$ cat config.mk
export PLATFORM = sky130hd
export DESIGN_NAME = fetchStage
export DESIGN_NICKNAME = d
export VERILOG_FILES = /design/src/design/rvCorePkg.sv /design/src/design/fetchStage.sv
export SDC_FILE = /design/constraint.sdc
export NUM_CORES = 1
export LEC_CHECK = 0
export ABC_AREA = 1
export BUFFER_PORTS_ARGS = -buffer_cell sky130_fd_sc_hd__buf_4
export CORE_AREA = 4 4 118 120
export DETAILED_ROUTE_END_ITERATION = 10
export DIE_AREA = 0 0 122 124
export GPL_TIMING_DRIVEN = 0
export SYNTH_ARGS = -nofsm -noshare
export SYNTH_HDL_FRONTEND = slang
export SYNTH_SLANG_ARGS = --single-unit
$ cat constraint.sdc
create_clock -name clk -period 2.66 [get_ports clk]
set_input_delay 0.665 -clock clk [delete_from_list [all_inputs] [get_ports clk]]
set_output_delay 0.665 -clock clk [all_outputs]
set_load 0.01 [all_outputs]
$ cat src/design/rvCorePkg.sv
`default_nettype none

package rvCorePkg;

	localparam int xlen = 32;
	localparam int regCount = 32;
	localparam int regBits = 5;
	localparam int dmemWords = 256;
	localparam int dmemIndexBits = $clog2(dmemWords);
	localparam logic [xlen-1:0] resetPc = '0;

	localparam logic [6:0] opLoad = 7'b0000011;
	localparam logic [6:0] opStore = 7'b0100011;
	localparam logic [6:0] opOpImm = 7'b0010011;
	localparam logic [6:0] opOp = 7'b0110011;
	localparam logic [6:0] opBranch = 7'b1100011;
	localparam logic [6:0] opJal = 7'b1101111;
	localparam logic [6:0] opLui = 7'b0110111;
	localparam logic [6:0] opSystem = 7'b1110011;

	typedef enum logic [3:0] {
		aluAdd, aluSub, aluAnd, aluOr, aluXor, aluSll, aluSrl, aluSra, aluSlt, aluSltu, aluPassB
	} aluOp_t;

	typedef enum logic [1:0] {wbAlu, wbLoad, wbPcPlus4, wbNone} wbSel_t;

	// matches funct3[1:0] of loads and stores
	typedef enum logic [1:0] {sizeByte, sizeHalf, sizeWord} memSize_t;

	typedef struct packed {
		logic [6:0] funct7;
		logic [4:0] rs2;
		logic [4:0] rs1;
		logic [2:0] funct3;
		logic [4:0] rd;
		logic [6:0] opcode;
	} riView_t;

	typedef struct packed {
		logic [6:0] immHi;
		logic [4:0] rs2;
		logic [4:0] rs1;
		logic [2:0] funct3;
		logic [4:0] immLo;
		logic [6:0] opcode;
	} sbView_t;

	typedef union packed {
		riView_t ri;
		sbView_t sb;
	} instWord_u;

endpackage

`default_nettype wire

$ cat src/design/fetchStage.sv
`timescale 1ns/10ps
`default_nettype none

module fetchStage
	import rvCorePkg::*;
(
	input wire clk,
	input wire rstN,
	output logic [xlen-1:0] pc,
	input wire instValid,
	output logic instReady,
	input wire [xlen-1:0] inst,
	input wire redirect,
	input wire [xlen-1:0] redirectTarget,
	input wire decodeFree,
	input wire halt,
	output logic fetchValid,
	output logic [xlen-1:0] fetchWord,
	output logic [xlen-1:0] fetchPc
);

	logic running;
	logic haltLatch;
	logic accept;

	assign instReady = running && !haltLatch && !halt && decodeFree;
	assign accept = instValid && instReady;

	always_ff @(posedge clk or negedge rstN) begin
		if (!rstN) begin
			running <= 1'b0;
			haltLatch <= 1'b0;
			pc <= resetPc;
			fetchValid <= 1'b0;
		end else begin
			running <= 1'b1;
			haltLatch <= haltLatch || halt;
			// redirect wins over a word accepted in the same cycle
			if (redirect) begin
				pc <= redirectTarget;
				fetchValid <= 1'b0;
			end else if (accept) begin
				pc <= pc + xlen'(4);
				fetchValid <= 1'b1;
			end else if (decodeFree) begin
				fetchValid <= 1'b0;
			end
		end
	end

	always_ff @(posedge clk) begin
		if (accept) begin
			fetchWord <= inst;
			fetchPc <= pc;
		end
	end

	// targets come from execute, so this checks the whole redirect path
	pcAligned: assert property (@(posedge clk) disable iff (!rstN) pc[1:0] == 2'b00);

endmodule

`default_nettype wire

### Word-level counts from Yosys, hierarchy flattened

Index checks and enable logic that the tools add are counted.

* add/subtract/negate cells: 1
* mux-type cells: 5
* reductions and logical operators: 9

Operators with widths (count)
* 32-bit two-way mux: 2
* 32-bit by 3-bit adder with 32-bit output (second input constant): 1
* 1-bit logical AND: 4
* 1-bit two-way mux: 3
* 3-bit nonzero test: 1
* 1-bit logical NOT: 2
* 2-bit nonzero test: 1
* 1-bit logical OR: 1

* flip-flop bits (word level): 99
* input port bits: 70
* output and inout bits: 98

### Logic depth before layout (Yosys ltp)

* word-level depth: 7
* gate-level depth with buffers: 10
* gate-level depth less buffers: 10

### Worst setup path after synthesis

No wires, ideal clock.

* kind: input port to flip-flop
* start: input port halt
* end: register fetchPc[0], enable pin
* library setup time: 0.418 ns
* arrival: 2.193 ns
* required time: 2.242 ns
* path slack: 0.049 ns
* stages on the path: 3
* path buffers: 0
* cells stage by stage: nor2_1 -> nand4_1 -> inv_1

* longest elaborated chain between the ends: 4

Ends and longest elaborated chain
* from (decl): line fetchStage.sv:16 `input wire halt,`
* 1-bit logical NOT: line fetchStage.sv:26 `assign instReady = running && !haltLatch && !halt && decodeFree;`
* 1-bit logical AND (2 in series): line fetchStage.sv:26
* 1-bit logical AND: line fetchStage.sv:27 `assign accept = instValid && instReady;`
* named net accept: line fetchStage.sv:24 `logic accept;`
* to (signal assigned): line fetchStage.sv:54 `fetchPc <= pc;`
* to (decl): line fetchStage.sv:19 `output logic [xlen-1:0] fetchPc`

The timed path passes the listed nets, and every way through them passes these cells.
A chain may end at the register's enable or synchronous reset.

### Final worst setup path

* start: input port halt
* end: output port instReady

* longest elaborated chain between the ends: 3

Ends and longest elaborated chain
* 1-bit logical NOT: line fetchStage.sv:26
* 1-bit logical AND (2 in series): line fetchStage.sv:26
* to (decl): line fetchStage.sv:11 `output logic instReady,`

No other way between the ends.

==> results.yml <==
placed_design:
  portBuffers: 166
  dpl_cell_area_sq_um: 5920
  dp_hpwl_microns: 9260
  gp_congestion: 0.866
  place_inst: 799
timing:
  finalCritPeriodShare: 0.687
  fmax_mhz: 547
  rsz0062_at_grt: "false"
  tightest_slew_ns: 0.576
  setup_viol: 0
  finalHoldWorstSlack_ns: 0.286
  slew_headroom: 0.616
  drv_slew: 0
  hold_violations: 0
  finalSetupTns_ns: 0
  layout_min_cycle_time_ns: 1.83
  finalClockSkew_ns: 0.00667
clock_network:
  htree_levels: 3
  cts_hold_buf: 0
  cts_root_buf: "clkbuf_16"
  cts_tree: "done"
  cts.clk_slew.worst_paths_ns: 0.07
  clk_path_buf_depth: 2
  post_cts_resized: 0
  clock-sinks: 99
  worstSkewPairLatency_ns: 0.35
  post_cts_buffers: 0
  cts_made_buffers: 9
yosys:
  synth_area_leaders: "edfxtp_1 43%, dfrtp_1 20%, nand2_1 14%"
  yosys_register_bits: 99
  synth_top_area_frac: 0.434
  synth-main-ff-cell: "edfxtp_1"
  async_flop_share: 0.354
  synth_most_common_cell: "nand2_1"
  synth-edff-count: 64
  syn_area_per_cell_sq_um: 9.71
  syn_area_sq_um: 4430
  synth_seq_area_share: 0.632
  ys_types: 26
  syn_nets: 527
  synth_warnings: 0
  synth.top_cells.by_count: "170 x nand2_1, 64 x edfxtp_1, 51 x inv_1"
  synthCells: 456
  yosys.area.top_type: "edfxtp_1"
worst_setup_path:
  worst_r2r_startpoint: "haltLatch"
  critical_path_required_ns: 2.00
  reg2reg_slack_ns: 0.88
  timing.rr.end: "fetchWord[27]"
  r2r_cells: 4
  crit_end: "instReady"
  start_kind: "input port"
  arrival_ns: 1.16
  critPathCaptureType: "output port"
  path_max_fanout: 2
  timing.critical_path.from: "halt"
  path_class: "input port to output port"
min_path:
  hold_class: "input port to asynchronous set/reset pin"
run_status:
  status: "complete, no violations"
die:
  die_w_microns: 122
  die_area_sq_um: 15100
  io_pins: 168
  num_rows: 42
  initial_core_util: 0.341
  fp.dieH_microns: 124
  core-area_sq_um: 13000
pwr:
  peakVddDrop_mv: 0.360
  power_density_nw_per_um2: 559
  power_uw: 3480
  p_leak_uw: 0.00286
drt:
  drt-initial-drc-count: 167
  first_pass_iters: 4
  ant_nets: 0
  finalWirelength_microns: 12200
  vias_per_cell: 4.50
  vias: 3671
  avgRoutedWirePerCell_microns: 15.0
  drc: 0
cells_and_area:
  n_fill_cell: 1212
  syn_to_final_growth_pct: 40.4
  final_area_sq_um: 6220
  fin_nets: 705
  finalNonFillerCells: 815
  layout-drive-gt1-share: 0.327
  diodes: 0
global_routing:
  first_global_vias: 3694
  antenna_found_initial: 0
  grt_pass1_wl_microns: 18900
  grt_usage: 0.164
  grt_start_max_net_pins: 46
  grt_overflow: 0
run:
  max_cap_violations: 0
layout make-up:
class,count,area [sq um],area share
tap,176,220,0.0354
buffer,9,46.3,0.00744
clock buffer,10,229,0.0368
clock inverter,6,73.8,0.0119
sequential,99,2800,0.450
multi-input combinational,296,1390,0.224
inverter,52,195,0.0314
timing repair buffer,167,1270,0.204
report_power, final:
group          internal [uW]  total [uW]  switching, uW  leakage [uW]
Sequential              1690        1780           83.1      0.000999
Clock                    741        1330            591      0.000141
Combinational            185         369            185       0.00172
state kept, by name, summed over array words and instances (netlist names):
register,flops
fetchPc,32
fetchValid,1
fetchWord,32
haltLatch,1
pc,32
running,1
worst min path at each step:
| stage | slack [ns] | end | cells after the start |
|---|---|---|---|
| after detailed placement | 0.47 | haltLatch | 2 |
| after global placement | 0.45 | haltLatch | 2 |
| after CTS | 0.29 | pc[16] | 1 |
| after global routing | 0.32 | pc[28] | 1 |
| final | 0.29 | pc[16] | 1 |
| after floorplan | 0.37 | fetchValid | 0 |
critical path, stage by stage:
cell and delay, ns:
buf_4 0.11, nor2_1 0.11, inv_1 0.07, nor2_1 0.09
buf_4 0.12
routing by layer:
layer / up-vias / GRT usage / part of all wire
li1: 1818 / - / -
met1: 1695 / 0.198 / 0.42
met2: 137 / 0.270 / 0.46
met3: 21 / 0.0436 / 0.089
met4: 0 / 0.0833 / 0.028
met5: - / 0 / 0
cell families (layout without fill, tap and decap cells):
family,count (synthesis),after routing,share of synthesized area
and+or+nand+nor,258,258,0.256
DFF,99,99,0.632
buffers and inverters,61,244,0.0545
AOI/OAI and AO/OA,26,26,0.0347
xor gates and xnor gates,10,10,0.0198
adders and majority gates,1,1,0.00282
other,1,1,0.000847
cells in the final DEF (no fill, tap or decap), drive strengths merged, types with 13 or more instances in the layout:
cell	count
clkbuf	13
nor2	46
dfrtp	35
nand3	33
nand2	178
o21ai	15
inv	54
buf	173
edfxtp	64
per-stage QoR:
stage	utilization	worst slack (ns)
floorplan	-	0.0490
global placement	0.454	-0.707
detailed placement	0.456	0.448
CTS	0.479	0.815
global route	0.479	0.697
finish	0.479	0.831
Note: power is estimated with default switching activity, not from simulation.
