[src/design/rvCorePkg.sv]
`default_nettype none

package rvCorePkg;

	localparam int xlen = 32;
	localparam int regCount = 32;
	localparam int regBits = 5;
	localparam int dmemWords = 256;
	localparam int dmemIndexBits = $clog2(dmemWords);
	localparam logic [xlen-1:0] resetPc = '0;

	localparam logic [6:0] opLoad = 7'b0000011;
	localparam logic [6:0] opStore = 7'b0100011;
	localparam logic [6:0] opOpImm = 7'b0010011;
	localparam logic [6:0] opOp = 7'b0110011;
	localparam logic [6:0] opBranch = 7'b1100011;
	localparam logic [6:0] opJal = 7'b1101111;
	localparam logic [6:0] opLui = 7'b0110111;
	localparam logic [6:0] opSystem = 7'b1110011;

	typedef enum logic [3:0] {
		aluAdd, aluSub, aluAnd, aluOr, aluXor, aluSll, aluSrl, aluSra, aluSlt, aluSltu, aluPassB
	} aluOp_t;

	typedef enum logic [1:0] {wbAlu, wbLoad, wbPcPlus4, wbNone} wbSel_t;

	// matches funct3[1:0] of loads and stores
	typedef enum logic [1:0] {sizeByte, sizeHalf, sizeWord} memSize_t;

	typedef struct packed {
		logic [6:0] funct7;
		logic [4:0] rs2;
		logic [4:0] rs1;
		logic [2:0] funct3;
		logic [4:0] rd;
		logic [6:0] opcode;
	} riView_t;

	typedef struct packed {
		logic [6:0] immHi;
		logic [4:0] rs2;
		logic [4:0] rs1;
		logic [2:0] funct3;
		logic [4:0] immLo;
		logic [6:0] opcode;
	} sbView_t;

	typedef union packed {
		riView_t ri;
		sbView_t sb;
	} instWord_u;

endpackage

`default_nettype wire

[src/design/registerFile.sv]
`timescale 1ns/10ps
`default_nettype none

module registerFile
	import rvCorePkg::*;
(
	input wire clk,
	input wire rstN,
	input wire [regBits-1:0] readIndexA,
	input wire [regBits-1:0] readIndexB,
	output logic [xlen-1:0] readDataA,
	output logic [xlen-1:0] readDataB,
	input wire writeEnable,
	input wire [regBits-1:0] writeIndex,
	input wire [xlen-1:0] writeData
);

	logic [xlen-1:0] regs [regCount];

	always_ff @(posedge clk or negedge rstN) begin
		if (!rstN) begin
			for (int i = 0; i < regCount; i++) begin
				regs[i] <= '0;
			end
		end else if (writeEnable) begin
			regs[writeIndex] <= writeData;
		end
	end

	// write bypass lets decode see the retiring value
	assign readDataA = (readIndexA == '0) ? '0
		: (writeEnable && writeIndex == readIndexA) ? writeData : regs[readIndexA];
	assign readDataB = (readIndexB == '0) ? '0
		: (writeEnable && writeIndex == readIndexB) ? writeData : regs[readIndexB];

	noZeroWrite: assert property (@(posedge clk) disable iff (!rstN)
		writeEnable |-> writeIndex != '0);

endmodule

`default_nettype wire

[config.mk]
export PLATFORM = sky130hd
export DESIGN_NAME = registerFile
export DESIGN_NICKNAME = d
export VERILOG_FILES = /design/src/design/rvCorePkg.sv /design/src/design/registerFile.sv
export SDC_FILE = /design/constraint.sdc
export NUM_CORES = 2
export LEC_CHECK = 0
export BUFFER_PORTS_ARGS = -buffer_cell sky130_fd_sc_hd__clkbuf_2
export CAP_MARGIN = 40
export CORE_MARGIN = 4
export CORE_UTILIZATION = 48
export CTS_CLUSTER_DIAMETER = 60
export DETAILED_ROUTE_END_ITERATION = 7
export HOLD_SLACK_MARGIN = 0.08
export SYNTH_ARGS = -nofsm -noshare
export SYNTH_HDL_FRONTEND = slang
export SYNTH_SLANG_ARGS = --single-unit
[constraint.sdc]
create_clock -name clk -period 1.7 [get_ports clk]
set_input_delay 0 -clock clk [delete_from_list [all_inputs] [get_ports clk]]
set_output_delay 0 -clock clk [all_outputs]
set_load 0.01 [all_outputs]
; ---- Yosys cells after proc, flatten, opt, wreduce, memory -nomap -nowiden
; Index checks and enable logic that the tools add are counted.
[totals]
regBits = 1024
in_bits = 50
output_inout_bits = 64
[classes]
bitwise_logic = 3
order_cmp = 4
mux = 13
reduce_logical = 5
eq_ne = 2
[ops]
columns = op, count
row1 = 1024-bit bitwise mux, 1
row2 = 32-bit binary-select mux with 5-bit select, 2
row3 = 32-bit 2-to-1 mux, 9
row4 = 32-bit demux with 5-bit select, 1
row5 = "6-bit >= comparator, second input constant", 3
row6 = 5-bit inverter with 6-bit output, 3
row7 = 5-bit == test, 2
row8 = 5-bit zero test, 2
row9 = "6-bit by 1-bit < comparator with 1-bit output, second input constant", 1
row10 = 1-bit logical AND, 3

; ---- Depth between registers and ports, before layout
[depth]
ltp_word = 6
mapped_depth = 9

; ---- Least setup slack after synthesis
; OpenSTA, ideal clock, no wires.
[synth_timing]
path_type = input to output
startpoint = input readIndexA[2]
endpoint = output readDataA[17]
slack_ns = 0.088
arrival_time_ns = 1.612
t_required_ns = 1.700
path_stages = 7
path_cell_list = buf_2 -> buf_2 -> buf_1 -> mux4_2 -> a211oi_1 -> nand2_1 -> a32o_1
[synth_via]
elab_chain_len = 6
[synth_rtl]
columns = item, line_no
row1 = from (decl), registerFile.sv:9  ; input wire [regBits-1:0] readIndexA,
row2 = 5-bit inverter with 6-bit output (implied by the code), registerFile.sv:32  ; : (writeEnable && writeIndex == readIndexA) ? writeData : regs[readIndexA];
row3 = 32-bit binary-select mux with 5-bit select, registerFile.sv:32
row4 = 32-bit 2-to-1 mux (implied by the code) (2 in series), registerFile.sv:32
row5 = 32-bit 2-to-1 mux, registerFile.sv:32
row6 = 32-bit 2-to-1 mux *, registerFile.sv:31  ; assign readDataA = (readIndexA == '0) ? '0
row7 = to (decl), registerFile.sv:11  ; output logic [xlen-1:0] readDataA,
; Every way passes the cells marked *; elsewhere a longest branch is shown, timed or not. The select of a mux whose other input is x is not followed.

; ---- Final worst setup path
[layout_timing]
startpoint = register regs[395] (netlist name)
endpoint = output readDataA[11]
[layout_via]
elab_chain_len = 5
[layout_rtl]
columns = item, line_no
row1 = from (decl), registerFile.sv:18  ; logic [xlen-1:0] regs [regCount];
row2 = "from (signal, indexed assignment)", registerFile.sv:26  ; regs[writeIndex] <= writeData;
row3 = 32-bit binary-select mux with 5-bit select, registerFile.sv:32
row4 = 32-bit 2-to-1 mux (implied by the code) (2 in series), registerFile.sv:32
row5 = 32-bit 2-to-1 mux, registerFile.sv:32
row6 = 32-bit 2-to-1 mux, registerFile.sv:31
; No other way between the ends. The select of a mux whose other input is x is not followed.

==> results.tsv <==
metric	value	unit
number of library cell types mapped by synthesis	50	
Core ar.	113300	µm²
global route overflow	0	
most common cell in the netlist	mux2_2	
IO Count	114	
slowest CP cell	mux4_2	
Worst EP required	1.70	ns
H-tree depth	3	
final setup vio count	64	
CTS tree	done	
Area Overhead vs Synth	24.80	%
CP peak stage delay	0.48	ns
syn nets	3801	
crit start category	flop	
I/O Buffers	113	
cells on worst reg2reg path	3	
Sink Count	1024	
gr usage total	34.02	%
DPL Wire Length	138.3	mm
RSZ-0062 raised after global routing	yes	
part of the Yosys area used for sequential elements	46.53	%
nets@finish	4349	
via count	40250	
first-pass GRT wire length	299.2	mm
router iterations before antenna repair	5	
Final GP Congestion	0.9180	
vias in the first global route	42440	
ranking of synthesized cells by area	dfrtp_1 47%, mux2_2 22%, mux4_2 17%	
worst relative slew slack	38.21	%
antenna-violating nets left	0	
non-filler instance count after layout	5901	
f_max	394.0	MHz
Die H	346.7	µm
Iter 0 DRT Violations	4540	
Final Max Tran Viols	0	
Die Wd	346.7	µm
DP Worst Slack	-0.7442	ns
max reg flops	1024	
Starting Density	48.62	%
Post-synth EDFFs	0	
CTS Buf Count	118	
FP Rows	123	
crit end category	primary output	
CTS root buf	clkbuf_16	
Tcrit/Tclk final	149.3	%
post-layout util	60.68	%
Residual DRC	0	
PD cells	1135	nW/µm²
MaxCap Viol Count	0	
Largest Register	regs	
Placed Cells	5624	
CP arrival	2.54	ns
Slew @ Worst Pin	0.9269	ns
Worst Setup Path Type	reg2out	
failing checks	negative setup slack	
Worst Hold Class	in2reg	
largest fanout on the critical path	2	
Synth top cells by count	1093 x mux2_2, 1024 x dfrtp_1, 420 x mux4_2	
largest area contributor in the netlist	dfrtp_1	
Hold Violations, Final	0	
sequence of cells on the critical path	mux4_2 > nor2b_4 > a311oi_2 > o221ai_2 > a32o_2 > buf_8	
DRT Wirelength	207.7	mm
largest net degree at the start of global routing	107	
clk_skew	0	ns
WHS Path Cells	2	
status	finished, violations left	
CTS max path bufs	3	
Async SR Flop Fraction	100.0	%
Synth top area share	46.53	%
Die ar.	120200	µm²
post-synthesis cell count	3751	
Clock transition at path regs	0.06	ns
Main synth FF type	dfrtp_1	
Design Power	0.07802	W
Cell Area, Synth	55070	µm²
peak supply drop	869.6	µV
Setup WS post-layout	-0.8379	ns
synth warn	0	
biggest regs	regs: 1024 flops	
Mean Syn Cell Area	14.68	µm²
clk_lat worst skew	0.72	ns
DR vias/cell	6.820	
clock period minus worst slack	2.538	ns
setup TNS	-43.06	ns
Pleak	30.29	nW
initial antenna violation count	7	
synthesized flop and latch total	1024	
Wirelength per Cell	35.20	µm
share of cells above drive strength 1	62.82	%
==> final timing paths <==
check / start / end / slack (ns)
max: regs[395] / readDataA[11] / -0.84
min: writeData[15] / regs[783] / 0.14
max in group asynchronous: rstN / regs[199] / 0.34
min reg2reg: regs[28] / regs[28] / 0.52
min in group asynchronous: rstN / regs[733] / 0.48
max reg2reg: regs[528] / regs[528] / 0.66
==> cell type report <==
type,instances,area [µm²]
antenna,3,7.507
clock buffer,178,3543
clock inverter,41,536.8
fill,8494,44540
inverter,3,11.26
multi-input combinational,2321,28670
sequential,1024,25620
tap,1500,1877
timing repair buffer,831,8458
==> layer usage <==
| layer | global-route usage, % | part of all wire (%) | vias to the layer above |
|---|---|---|---|
| li1 | - | - | 15720 |
| met1 | 46.94 | 40 | 21670 |
| met2 | 51.41 | 45 | 2320 |
| met3 | 9.101 | 10 | 536 |
| met4 | 14.14 | 4.5 | 8 |
| met5 | 0 | 0.023 | - |
==> logic make-up after synthesis <==
family	after synthesis	synth area share [%]
mux	1663	42.25
xor+xnor	10	0.1590
buf+inv	406	3.726
compound gates	408	5.253
simple gates	240	2.079
flops	1024	46.53
==> cell usage in the layout, fill, tap and decap left out, drive strengths merged, types with 20 or more instances in the layout <==
| cell type | netlist | routed |
|---|---|---|
| mux2i | 150 | 150 |
| a32o | 32 | 32 |
| buf | 234 | 711 |
| nand2 | 105 | 105 |
| clkbuf | 169 | 269 |
| o21ai | 43 | 43 |
| nor2 | 45 | 45 |
| clkinv | 0 | 20 |
| dlygate4sd3 | 0 | 28 |
| a211oi | 34 | 34 |
| a22oi | 104 | 104 |
| a21oi | 42 | 42 |
| mux4 | 420 | 420 |
| o22ai | 85 | 85 |
| o221ai | 39 | 39 |
| dfrtp | 1024 | 1024 |
| mux2 | 1093 | 1093 |
==> worst max-delay path: cells and delay by family, from the launching register on <==
kind	cells	cell delay (ns)
AO/OA/AOI/OAI	3	0.68
buffers and inverters	1	0.13
flip-flops	1	0.38
multiplexers	1	0.48
AND/OR/NAND/NOR	1	0.14
==> where the power goes <==
group	internal, W	switching, W
registers	0.0292	0.00363
clock network	0.0160	0.0106
logic	0.0109	0.00764
total	0.0561	0.0219
==> through the flow <==
| step | cell area [µm²] | hold WS [ns] |
|---|---|---|
| 3_5_place_dp | 62890 | -0.09630 |
| 4_1_cts | 68340 | 0.08215 |
| 2_1_floorplan | 55070 | -0.2956 |
| 6_report | 68730 | 0.1410 |
| 3_3_place_gp | 62870 | -0.09950 |
| 5_1_grt | 68720 | 0.1450 |
==> repair_timing <==
action	in CTS	in global routing
buffers inserted	33	7
setup endpoints to repair	64	90
hold buffers	30	0
endpoints found under the hold margin	1708	0
resized for setup	208	76
pin swaps	144	47
No activity file was read; power rests on OpenSTA's default activity.
