### src/design/rvCorePkg.sv
`default_nettype none

package rvCorePkg;

	localparam int xlen = 32;
	localparam int regCount = 32;
	localparam int regBits = 5;
	localparam int dmemWords = 256;
	localparam int dmemIndexBits = $clog2(dmemWords);
	localparam logic [xlen-1:0] resetPc = '0;

	localparam logic [6:0] opLoad = 7'b0000011;
	localparam logic [6:0] opStore = 7'b0100011;
	localparam logic [6:0] opOpImm = 7'b0010011;
	localparam logic [6:0] opOp = 7'b0110011;
	localparam logic [6:0] opBranch = 7'b1100011;
	localparam logic [6:0] opJal = 7'b1101111;
	localparam logic [6:0] opLui = 7'b0110111;
	localparam logic [6:0] opSystem = 7'b1110011;

	typedef enum logic [3:0] {
		aluAdd, aluSub, aluAnd, aluOr, aluXor, aluSll, aluSrl, aluSra, aluSlt, aluSltu, aluPassB
	} aluOp_t;

	typedef enum logic [1:0] {wbAlu, wbLoad, wbPcPlus4, wbNone} wbSel_t;

	// matches funct3[1:0] of loads and stores
	typedef enum logic [1:0] {sizeByte, sizeHalf, sizeWord} memSize_t;

	typedef struct packed {
		logic [6:0] funct7;
		logic [4:0] rs2;
		logic [4:0] rs1;
		logic [2:0] funct3;
		logic [4:0] rd;
		logic [6:0] opcode;
	} riView_t;

	typedef struct packed {
		logic [6:0] immHi;
		logic [4:0] rs2;
		logic [4:0] rs1;
		logic [2:0] funct3;
		logic [4:0] immLo;
		logic [6:0] opcode;
	} sbView_t;

	typedef union packed {
		riView_t ri;
		sbView_t sb;
	} instWord_u;

endpackage

`default_nettype wire

### src/design/pipeIf.sv
`timescale 1ns/10ps
`default_nettype none

interface decExIf
	import rvCorePkg::*;
();
	logic valid;
	logic ready;
	logic [xlen-1:0] pc;
	logic [xlen-1:0] opA;
	logic [xlen-1:0] opB;
	logic [xlen-1:0] storeData;
	logic [xlen-1:0] imm;
	aluOp_t aluOp;
	wbSel_t wbSel;
	logic [regBits-1:0] rd;
	logic regWrite;
	logic memRead;
	logic memWrite;
	memSize_t memSize;
	logic memSigned;
	logic isBranch;
	logic branchOnEqual;
	logic isJal;

	modport producer (
		output valid, pc, opA, opB, storeData, imm, aluOp, wbSel, rd, regWrite,
		output memRead, memWrite, memSize, memSigned, isBranch, branchOnEqual, isJal,
		input ready
	);
	modport consumer (
		input valid, pc, opA, opB, storeData, imm, aluOp, wbSel, rd, regWrite,
		input memRead, memWrite, memSize, memSigned, isBranch, branchOnEqual, isJal,
		output ready
	);
endinterface


`default_nettype wire

### src/design/decodeStage.sv
`timescale 1ns/10ps
`default_nettype none

module decodeStage
	import rvCorePkg::*;
(
	input wire clk,
	input wire rstN,
	input wire fetchValid,
	input wire [xlen-1:0] fetchWord,
	input wire [xlen-1:0] fetchPc,
	output logic decodeFree,
	output logic [regBits-1:0] readIndexA,
	output logic [regBits-1:0] readIndexB,
	input wire [xlen-1:0] readDataA,
	input wire [xlen-1:0] readDataB,
	input wire flush,
	input wire [regBits-1:0] busyRdEx,
	input wire [regBits-1:0] busyRdMem,
	output logic halt,
	decExIf.producer dx
);

	instWord_u word;
	logic [xlen-1:0] imm;
	logic useImm, useRs1, useRs2, isEbreak;
	logic regWrite, memRead, memWrite, isBranch, isJal;
	logic hazardA, hazardB, stall, load;
	aluOp_t aluOp;
	wbSel_t wbSel;

	function automatic aluOp_t aluDecode(input logic [2:0] f3, input logic alt,
			input logic isReg);
		case (f3)
			3'b000: return (isReg && alt) ? aluSub : aluAdd;
			3'b001: return aluSll;
			3'b010: return aluSlt;
			3'b011: return aluSltu;
			3'b100: return aluXor;
			3'b101: return alt ? aluSra : aluSrl;
			3'b110: return aluOr;
			default: return aluAnd;
		endcase
	endfunction

	assign word = fetchWord;
	assign readIndexA = word.ri.rs1;
	assign readIndexB = word.ri.rs2;

	always_comb begin
		// I-type immediate unless the opcode says otherwise
		imm = {{20{word.ri.funct7[6]}}, word.ri.funct7, word.ri.rs2};
		useImm = 1'b0;
		useRs1 = 1'b1;
		useRs2 = 1'b0;
		aluOp = aluAdd;
		wbSel = wbNone;
		regWrite = 1'b0;
		memRead = 1'b0;
		memWrite = 1'b0;
		isBranch = 1'b0;
		isJal = 1'b0;
		isEbreak = 1'b0;
		case (word.ri.opcode)
			opOp: begin
				useRs2 = 1'b1;
				regWrite = 1'b1;
				wbSel = wbAlu;
				aluOp = aluDecode(word.ri.funct3, word.ri.funct7[5], 1'b1);
			end
			opOpImm: begin
				useImm = 1'b1;
				regWrite = 1'b1;
				wbSel = wbAlu;
				aluOp = aluDecode(word.ri.funct3, word.ri.funct7[5], 1'b0);
			end
			opLoad: begin
				useImm = 1'b1;
				regWrite = 1'b1;
				wbSel = wbLoad;
				memRead = 1'b1;
			end
			opStore: begin
				useRs2 = 1'b1;
				useImm = 1'b1;
				memWrite = 1'b1;
				imm = {{20{word.sb.immHi[6]}}, word.sb.immHi, word.sb.immLo};
			end
			opBranch: begin
				useRs2 = 1'b1;
				aluOp = aluSub;
				isBranch = 1'b1;
				imm = {{20{word.sb.immHi[6]}}, word.sb.immLo[0], word.sb.immHi[5:0],
					word.sb.immLo[4:1], 1'b0};
			end
			opJal: begin
				useRs1 = 1'b0;
				isJal = 1'b1;
				regWrite = 1'b1;
				wbSel = wbPcPlus4;
				imm = {{12{word.ri.funct7[6]}}, word.ri.rs1, word.ri.funct3, word.ri.rs2[0],
					word.ri.funct7[5:0], word.ri.rs2[4:1], 1'b0};
			end
			opLui: begin
				useRs1 = 1'b0;
				useImm = 1'b1;
				regWrite = 1'b1;
				wbSel = wbAlu;
				aluOp = aluPassB;
				imm = {word.ri.funct7, word.ri.rs2, word.ri.rs1, word.ri.funct3, 12'b0};
			end
			opSystem: begin
				useRs1 = 1'b0;
				isEbreak = 1'b1;
			end
			default: useRs1 = 1'b0;
		endcase
	end

	// busy indexes read zero when nothing is writing
	assign hazardA = useRs1 && word.ri.rs1 != '0
		&& (word.ri.rs1 == busyRdEx || word.ri.rs1 == busyRdMem);
	assign hazardB = useRs2 && word.ri.rs2 != '0
		&& (word.ri.rs2 == busyRdEx || word.ri.rs2 == busyRdMem);
	assign stall = fetchValid && (hazardA || hazardB);

	assign halt = fetchValid && isEbreak && !flush;
	assign load = fetchValid && !stall && !flush && !isEbreak && (!dx.valid || dx.ready);
	assign decodeFree = !fetchValid || load;

	always_ff @(posedge clk or negedge rstN) begin
		if (!rstN) begin
			dx.valid <= 1'b0;
		end else if (load) begin
			dx.valid <= 1'b1;
		end else if (dx.ready) begin
			dx.valid <= 1'b0;
		end
	end

	always_ff @(posedge clk) begin
		if (load) begin
			dx.pc <= fetchPc;
			dx.opA <= readDataA;
			dx.opB <= useImm ? imm : readDataB;
			dx.storeData <= readDataB;
			dx.imm <= imm;
			dx.aluOp <= aluOp;
			dx.wbSel <= wbSel;
			dx.rd <= word.ri.rd;
			dx.regWrite <= regWrite;
			dx.memRead <= memRead;
			dx.memWrite <= memWrite;
			dx.memSize <= memSize_t'(word.ri.funct3[1:0]);
			dx.memSigned <= !word.ri.funct3[2];
			dx.isBranch <= isBranch;
			dx.branchOnEqual <= !word.ri.funct3[0];
			dx.isJal <= isJal;
		end
	end

	// a stalled word stays put in the fetch holding register
	stallHolds: assert property (@(posedge clk) disable iff (!rstN)
		(stall && !flush) |=> (fetchValid && fetchPc == $past(fetchPc)));

endmodule

`default_nettype wire

### src/flat_wrapper.sv
// flat-port wrapper written by rule: the top's interface ports become plain ports
module decodeStage_flat import rvCorePkg::*;
  (clk, rstN, fetchValid, fetchWord, fetchPc, decodeFree, readIndexA, readIndexB, readDataA, readDataB, flush, busyRdEx, busyRdMem, halt, dx_valid, dx_pc, dx_opA, dx_opB, dx_storeData, dx_imm, dx_aluOp, dx_wbSel, dx_rd, dx_regWrite, dx_memRead, dx_memWrite, dx_memSize, dx_memSigned, dx_isBranch, dx_branchOnEqual, dx_isJal, dx_ready);
  decExIf dx_i ();
  input wire clk;
  input wire rstN;
  input wire fetchValid;
  input wire [xlen-1:0] fetchWord;
  input wire [xlen-1:0] fetchPc;
  output logic decodeFree;
  output logic [regBits-1:0] readIndexA;
  output logic [regBits-1:0] readIndexB;
  input wire [xlen-1:0] readDataA;
  input wire [xlen-1:0] readDataB;
  input wire flush;
  input wire [regBits-1:0] busyRdEx;
  input wire [regBits-1:0] busyRdMem;
  output logic halt;
  output wire logic [$bits(dx_i.valid)-1:0] dx_valid;
  output wire logic [$bits(dx_i.pc)-1:0] dx_pc;
  output wire logic [$bits(dx_i.opA)-1:0] dx_opA;
  output wire logic [$bits(dx_i.opB)-1:0] dx_opB;
  output wire logic [$bits(dx_i.storeData)-1:0] dx_storeData;
  output wire logic [$bits(dx_i.imm)-1:0] dx_imm;
  output wire logic [$bits(dx_i.aluOp)-1:0] dx_aluOp;
  output wire logic [$bits(dx_i.wbSel)-1:0] dx_wbSel;
  output wire logic [$bits(dx_i.rd)-1:0] dx_rd;
  output wire logic [$bits(dx_i.regWrite)-1:0] dx_regWrite;
  output wire logic [$bits(dx_i.memRead)-1:0] dx_memRead;
  output wire logic [$bits(dx_i.memWrite)-1:0] dx_memWrite;
  output wire logic [$bits(dx_i.memSize)-1:0] dx_memSize;
  output wire logic [$bits(dx_i.memSigned)-1:0] dx_memSigned;
  output wire logic [$bits(dx_i.isBranch)-1:0] dx_isBranch;
  output wire logic [$bits(dx_i.branchOnEqual)-1:0] dx_branchOnEqual;
  output wire logic [$bits(dx_i.isJal)-1:0] dx_isJal;
  input wire logic [$bits(dx_i.ready)-1:0] dx_ready;
  assign dx_valid = dx_i.valid;
  assign dx_pc = dx_i.pc;
  assign dx_opA = dx_i.opA;
  assign dx_opB = dx_i.opB;
  assign dx_storeData = dx_i.storeData;
  assign dx_imm = dx_i.imm;
  assign dx_aluOp = dx_i.aluOp;
  assign dx_wbSel = dx_i.wbSel;
  assign dx_rd = dx_i.rd;
  assign dx_regWrite = dx_i.regWrite;
  assign dx_memRead = dx_i.memRead;
  assign dx_memWrite = dx_i.memWrite;
  assign dx_memSize = dx_i.memSize;
  assign dx_memSigned = dx_i.memSigned;
  assign dx_isBranch = dx_i.isBranch;
  assign dx_branchOnEqual = dx_i.branchOnEqual;
  assign dx_isJal = dx_i.isJal;
  assign dx_i.ready = dx_ready;
  decodeStage u_core (.clk(clk), .rstN(rstN), .fetchValid(fetchValid), .fetchWord(fetchWord), .fetchPc(fetchPc), .decodeFree(decodeFree), .readIndexA(readIndexA), .readIndexB(readIndexB), .readDataA(readDataA), .readDataB(readDataB), .flush(flush), .busyRdEx(busyRdEx), .busyRdMem(busyRdMem), .halt(halt), .dx(dx_i));
endmodule
### config.mk
export PLATFORM = sky130hd
export DESIGN_NAME = decodeStage_flat
export DESIGN_NICKNAME = d
export VERILOG_FILES = /design/src/design/rvCorePkg.sv /design/src/design/pipeIf.sv /design/src/design/decodeStage.sv /design/src/flat_wrapper.sv
export SDC_FILE = /design/constraint.sdc
export NUM_CORES = 1
export LEC_CHECK = 0
export ABC_AREA = 1
export BUFFER_PORTS_ARGS = -buffer_cell sky130_fd_sc_hd__buf_2
export CAP_MARGIN = 10
export CELL_PAD_IN_SITES_DETAIL_PLACEMENT = 2
export CELL_PAD_IN_SITES_GLOBAL_PLACEMENT = 2
export CORE_ASPECT_RATIO = 1.4
export CORE_MARGIN = 2
export CORE_UTILIZATION = 29
export DETAILED_ROUTE_END_ITERATION = 16
export PLACE_DENSITY_LB_ADDON = 0.08
export SKIP_LAST_GASP = 1
export SYNTH_ARGS = -nofsm -noshare
export SYNTH_HDL_FRONTEND = slang
export SYNTH_SLANG_ARGS = --single-unit
### constraint.sdc
create_clock -name clk -period 5.41 [get_ports clk]
set_input_delay 0.8115 -clock clk [delete_from_list [all_inputs] [get_ports clk]]
set_output_delay 0.8115 -clock clk [all_outputs]
set_load 0.02 [all_outputs]
=== Yosys cells after proc, flatten, opt, wreduce, memory -nomap -nowiden ===
Index checks and enable logic that the tools add are counted.
Widths: inputs -> output; s select.

* Memories kept: 0
* Bits in read-only memories: 0
* Register bits after elaboration: 181
* RAM bits: 0
* Word-level logic and storage cells: 86
* Bits in latches: 0
* Output and inout bits: 193
* Input bits: 143

* Multiply operators: 0
* Bitwise operators: 0
* Equal/unequal tests: 18
* Shift operators: 0
* Reduce and logical (&&, ||, !) cells: 32
* Div/mod/pow operators: 0
* $add $sub $neg: 0
* Mux-type cells: 19
* $lt $le $gt $ge: 0

{| class="wikitable"
|+ Operators with widths
! cell !! count
|-
| $pmux 31 s4 || 1
|-
| $pmux 4 s7 || 2
|-
| $mux 32 || 1
|-
| $eq 7x6->1 const B || 3
|-
| $eq 7x7->1 const B || 3
|-
| $eq 5x5->1 || 4
|-
| $pmux 4 s4 || 1
|-
| $mux 1 || 13
|-
| $logic_and 1x1->1 || 11
|-
| $reduce_bool 5->1 || 2
|-
| $reduce_or 5->1 || 2
|-
| $eq 3x3->1 const B || 3
|-
| $eq 7x2->1 const B || 1
|-
| $eq 7x5->1 const B || 1
|-
| $logic_not 1->1 || 7
|-
| $eq 3x2->1 const B || 2
|-
| $pmux 2 s3 || 1
|-
| $reduce_or 3->1 || 2
|-
| $logic_or 1x1->1 || 5
|-
| $reduce_or 4->1 || 1
|-
| $eq 3x1->1 const B || 1
|-
| $logic_not 3->1 || 1
|-
| $reduce_bool 2->1 || 1
|}

=== Logic depth before layout (Yosys ltp) ===
* Depth after elaboration: 13
* Mapped depth: 11
* Gate-level depth less buffers: 11

=== Least setup slack after synthesis ===
No wires, ideal clock.

* Kind: input to register
* Start point: in fetchWord[2]
* End point: reg u_core.dx.aluOp[0] (enable)
* Arrival time: 4902 ps
* Required time: 4879 ps
* Library setup time: 531 ps
* Buffers on the path: 0
* Stages on the path: 8
* Slack: -24 ps
* Cell sequence: inv_2 > nand4_1 > nor2_1 > nor2_1 > nor2_1 > nand2_1 > nand4_1 > inv_1

* Longest elaborated chain between the ends: 12
* Elaborated cells on any way between the ends: 23

{| class="wikitable"
|+ Ends and longest elaborated chain
! what !! line !! source
|-
| start: declaration || flat_wrapper.sv:8 || <nowiki>input wire [xlen-1:0] fetchWord;</nowiki>
|-
| $eq 7x6->1 (tied with other cells) || decodeStage.sv:64 || <nowiki>case (word.ri.opcode)</nowiki>
|-
| $reduce_or 5->1 (no line) or $reduce_or 3->1 (tied branches) || n/a ||
|-
| $mux 1 || decodeStage.sv:64 ||
|-
| $logic_and 1x1->1 (on tied branches) || decodeStage.sv:121, decodeStage.sv:123 ||
|-
| $logic_and 1x1->1 (on tied branches) || decodeStage.sv:122, decodeStage.sv:124 ||
|-
| $logic_or 1x1->1 || decodeStage.sv:125 || <nowiki>assign stall = fetchValid && (hazardA || hazardB);</nowiki>
|-
| $logic_and 1x1->1 || decodeStage.sv:125 ||
|-
| $logic_not 1->1 || decodeStage.sv:128 || <nowiki>assign load = fetchValid && !stall && !flush && !isEbreak && (!dx.valid || dx.ready);</nowiki>
|-
| $logic_and 1x1->1 (2 in a row) || decodeStage.sv:128 ||
|-
| $logic_and 1x1->1 * (2 in a row) || decodeStage.sv:128 ||
|-
| net u_core.load || decodeStage.sv:28 || <nowiki>logic hazardA, hazardB, stall, load;</nowiki>
|-
| end: declaration || pipeIf.sv:27 || <nowiki>output valid, pc, opA, opB, storeData, imm, aluOp, wbSel, rd, regWrite,</nowiki>
|}

Mark *: on every way through the listed nets, which the timed path passes. The rest lies on a longest branch.
A chain may end at the register's enable or synchronous reset.

=== Worst setup path in the final report ===
* Start point: in fetchWord[3]
* End point: out decodeFree

* Longest elaborated chain between the ends: 13
* Elaborated cells on any way between the ends: 24

{| class="wikitable"
|+ Ends and longest elaborated chain
! what !! line !! source
|-
| $eq 7x6->1 (tied with other cells) || decodeStage.sv:64 ||
|-
| $reduce_or 5->1 (no line) or $reduce_or 3->1 (tied branches) || n/a ||
|-
| $mux 1 || decodeStage.sv:64 ||
|-
| $logic_and 1x1->1 (on tied branches) || decodeStage.sv:121, decodeStage.sv:123 ||
|-
| $logic_and 1x1->1 (on tied branches) || decodeStage.sv:122, decodeStage.sv:124 ||
|-
| $logic_or 1x1->1 || decodeStage.sv:125 ||
|-
| $logic_and 1x1->1 || decodeStage.sv:125 ||
|-
| $logic_not 1->1 || decodeStage.sv:128 ||
|-
| $logic_and 1x1->1 (2 in a row) || decodeStage.sv:128 ||
|-
| $logic_and 1x1->1 * (2 in a row) || decodeStage.sv:128 ||
|-
| $logic_or 1x1->1 * || decodeStage.sv:129 || <nowiki>assign decodeFree = !fetchValid || load;</nowiki>
|-
| end: declaration || flat_wrapper.sv:10 || <nowiki>output logic decodeFree;</nowiki>
|}

Every way passes the cells marked *; elsewhere a longest branch is shown, timed or not.

==> flow_summary.json <==
{
  "grt_max_degree": 180,
  "cts_buffer_depth": 2,
  "grt_pass1_vias": 5707,
  "tightest_slew_ns": 1.14,
  "worstSetupStartpointType": "input pin",
  "dieArea_um2": 25200,
  "remaining_drc_errors": 0,
  "antenna_found_initial": 0,
  "synth_area_um2": 6940,
  "timing.rr.end": "u_core.dx.opA[24]",
  "reg2reg_depth": 6,
  "grt_pass1_wl_um": 34700,
  "crit_type": "input pin to output pin",
  "die_x_um": 135,
  "cts_tree": "done",
  "postCtsResizedCells": 0,
  "cp-end-kind": "output pin",
  "grt_use_total_pct": 18.9,
  "postRouteAntennaNets": 0,
  "endpoint": "decodeFree",
  "fin_crit_ns": 3.10,
  "hp-class": "input pin to asynchronous set/reset pin",
  "fp-row-count": 67,
  "n_antenna_cell": 0,
  "wl_per_cell_um": 20.5,
  "clock_skew_ns": 0.00857,
  "drt_pre_antenna_iters": 4,
  "path_max_fanout": 5,
  "post-place-ws_ns": 2.22,
  "layout_setup_ws_ns": 2.31,
  "num_vias": 5147,
  "reg2reg_slack_ns": 3.24,
  "port_buffers": 335,
  "cts_buffers": 17,
  "drive_gt1_share_pct": 45.8,
  "holdBufCountCts": 0,
  "gp_congestion": 0.879,
  "syn_inst": 500,
  "die-height_um": 187,
  "p_per_area_nw_per_um2": 338,
  "power_uw": 3200,
  "start_util_pct": 29.2,
  "worstPathRequired_ns": 4.60,
  "cts.sinks": 181,
  "maxCapViolCount": 0,
  "fin_crit_sh_pct": 57.3,
  "layout_commonest_cell": "buf_2",
  "startpoint": "fetchWord[3]",
  "rsz0062_at_grt": "no",
  "ys_ff_latch": 181,
  "seq_area_frac_synth_pct": 78.3,
  "tns_ns": 0,
  "syn_nets": 643,
  "core_um2": 23700,
  "cts_htree_levels": 4,
  "drv_slew": 0,
  "cts_setup_buffers": 0,
  "setup_viol": 0,
  "clk_pin_slew_ns": 0.07,
  "max_freq_ghz": 0.323,
  "clock-root-buffer": "clkbuf_16",
  "synth.distinct_cells": 30,
  "wirelength_um": 23700,
  "drt_iter0_markers": 231,
  "syn_area_per_cell_um2": 13.9,
  "clk_latency_ns": 0.44,
  "hold_viol": 0,
  "maxSlewHeadroom_pct": 24.1,
  "hpwl_um": 18300,
  "ios": 336,
  "viasPerCell": 4.44,
  "max-vdd-ir-drop_mv": 0.226,
  "fin_nets": 980,
  "power_leakage_uw": 0.00415,
  "arrival_ns": 2.29,
  "status": "finished clean",
  "synth_warnings": 0,
  "r2r-start": "u_core.dx.valid",
  "final_cell_mix": "335 x buf_2, 180 x edfxtp_1, 160 x nand2_1",
  "fin_hold_ws_ns": 0.131,
  "grt_overflow": 0,
  "area_growth_pct": 36.3
}
==> how the worst min path moves through the flow <==
stage / to / slack, ns / cells past startpoint
2_1_floorplan: u_core.dx.valid / 0.52 / 0
3_3_place_gp: u_core.dx.valid / 0.59 / 1
3_5_place_dp: u_core.dx.valid / 0.59 / 1
4_1_cts: u_core.dx.valid / 0.10 / 1
5_1_grt: u_core.dx.valid / 0.10 / 1
6_report: u_core.dx.valid / 0.13 / 1
==> critical path: stages <==
cell and delay, ns:
buf_2 0.13, inv_1 0.07, nand4_1 0.18, nor2_1 0.44, nor2_1 0.10, nor2_1 0.10, nand2_1 0.06, nand4_1 0.16
nand2_1 0.07, buf_2 0.16
==> synthesized netlist by cell type, drive strengths merged <==
cell type,number,area (um^2)
nor3,5,41.3
xor2,5,43.8
o22ai,1,6.26
o31ai,1,7.51
inv,41,159
nor2,34,133
o21ai,19,140
nand4,4,25.0
edfxtp,180,5410
a31oi,4,25.0
nand2,164,641
a21oi,3,15.0
dfrtp,1,25.0
nand3,13,77.6
nor4,2,12.5
buf,18,135
xnor2,4,35.0
o221ai,1,8.76
==> power breakdown <==
| group | internal, uW | switching [uW] |
|---|---|---|
| registers | 1620 | 16.7 |
| logic | 105 | 236 |
| clock network | 676 | 538 |
==> registers in the layout (all words and copies together), names as in the netlist, 2 cells and up <==
name / count
u_core.dx.aluOp: 4
u_core.dx.imm: 32
u_core.dx.memSize: 2
u_core.dx.opA: 32
u_core.dx.opB: 32
u_core.dx.pc: 32
u_core.dx.rd: 5
u_core.dx.storeData: 32
u_core.dx.wbSel: 2
==> area by class of cell <==
cell class              instances  area [um^2]
fillers                      2538        14300
well taps                     310          388
clock inverters                14          136
clock buffers                  18          429
multi-input cells             260         1210
flip-flops and latches        181         5430
inverters                      41          163
repair buffers                336         1700
==> cells by family (layout without fill, tap and decap cells) <==
logic type	Yosys count	count (layout)	share of synthesized area (%)
buffers and inverters	59	409	4.24
XOR/XNOR	9	9	1.14
AND/OR/NAND/NOR	222	222	13.4
AO/OA/AOI/OAI	29	29	2.92
flip-flops	181	181	78.3
==> per-stage QoR <==
| step | area [um^2] | instances | utilization [%] |
|---|---|---|---|
| global placement | 8890 | 1128 | 37.5 |
| floorplan | 6940 | 500 | - |
| global route | 9450 | 1160 | 39.9 |
| finish | 9450 | 1160 | 39.9 |
| detailed placement | 8890 | 1128 | 37.5 |
| CTS | 9450 | 1160 | 39.9 |
==> routing by layer <==
layer	global-route usage [%]	part of all wire [%]	up-vias	routed length [um]
met5	0	0	-	0
met4	5.22	1.6	0	369
met3	6.07	7.2	23	1720
met2	36.0	56	217	13400
met1	19.4	35	2524	8260
li1	-	-	2383	-
(Power assumes the default switching activity.)
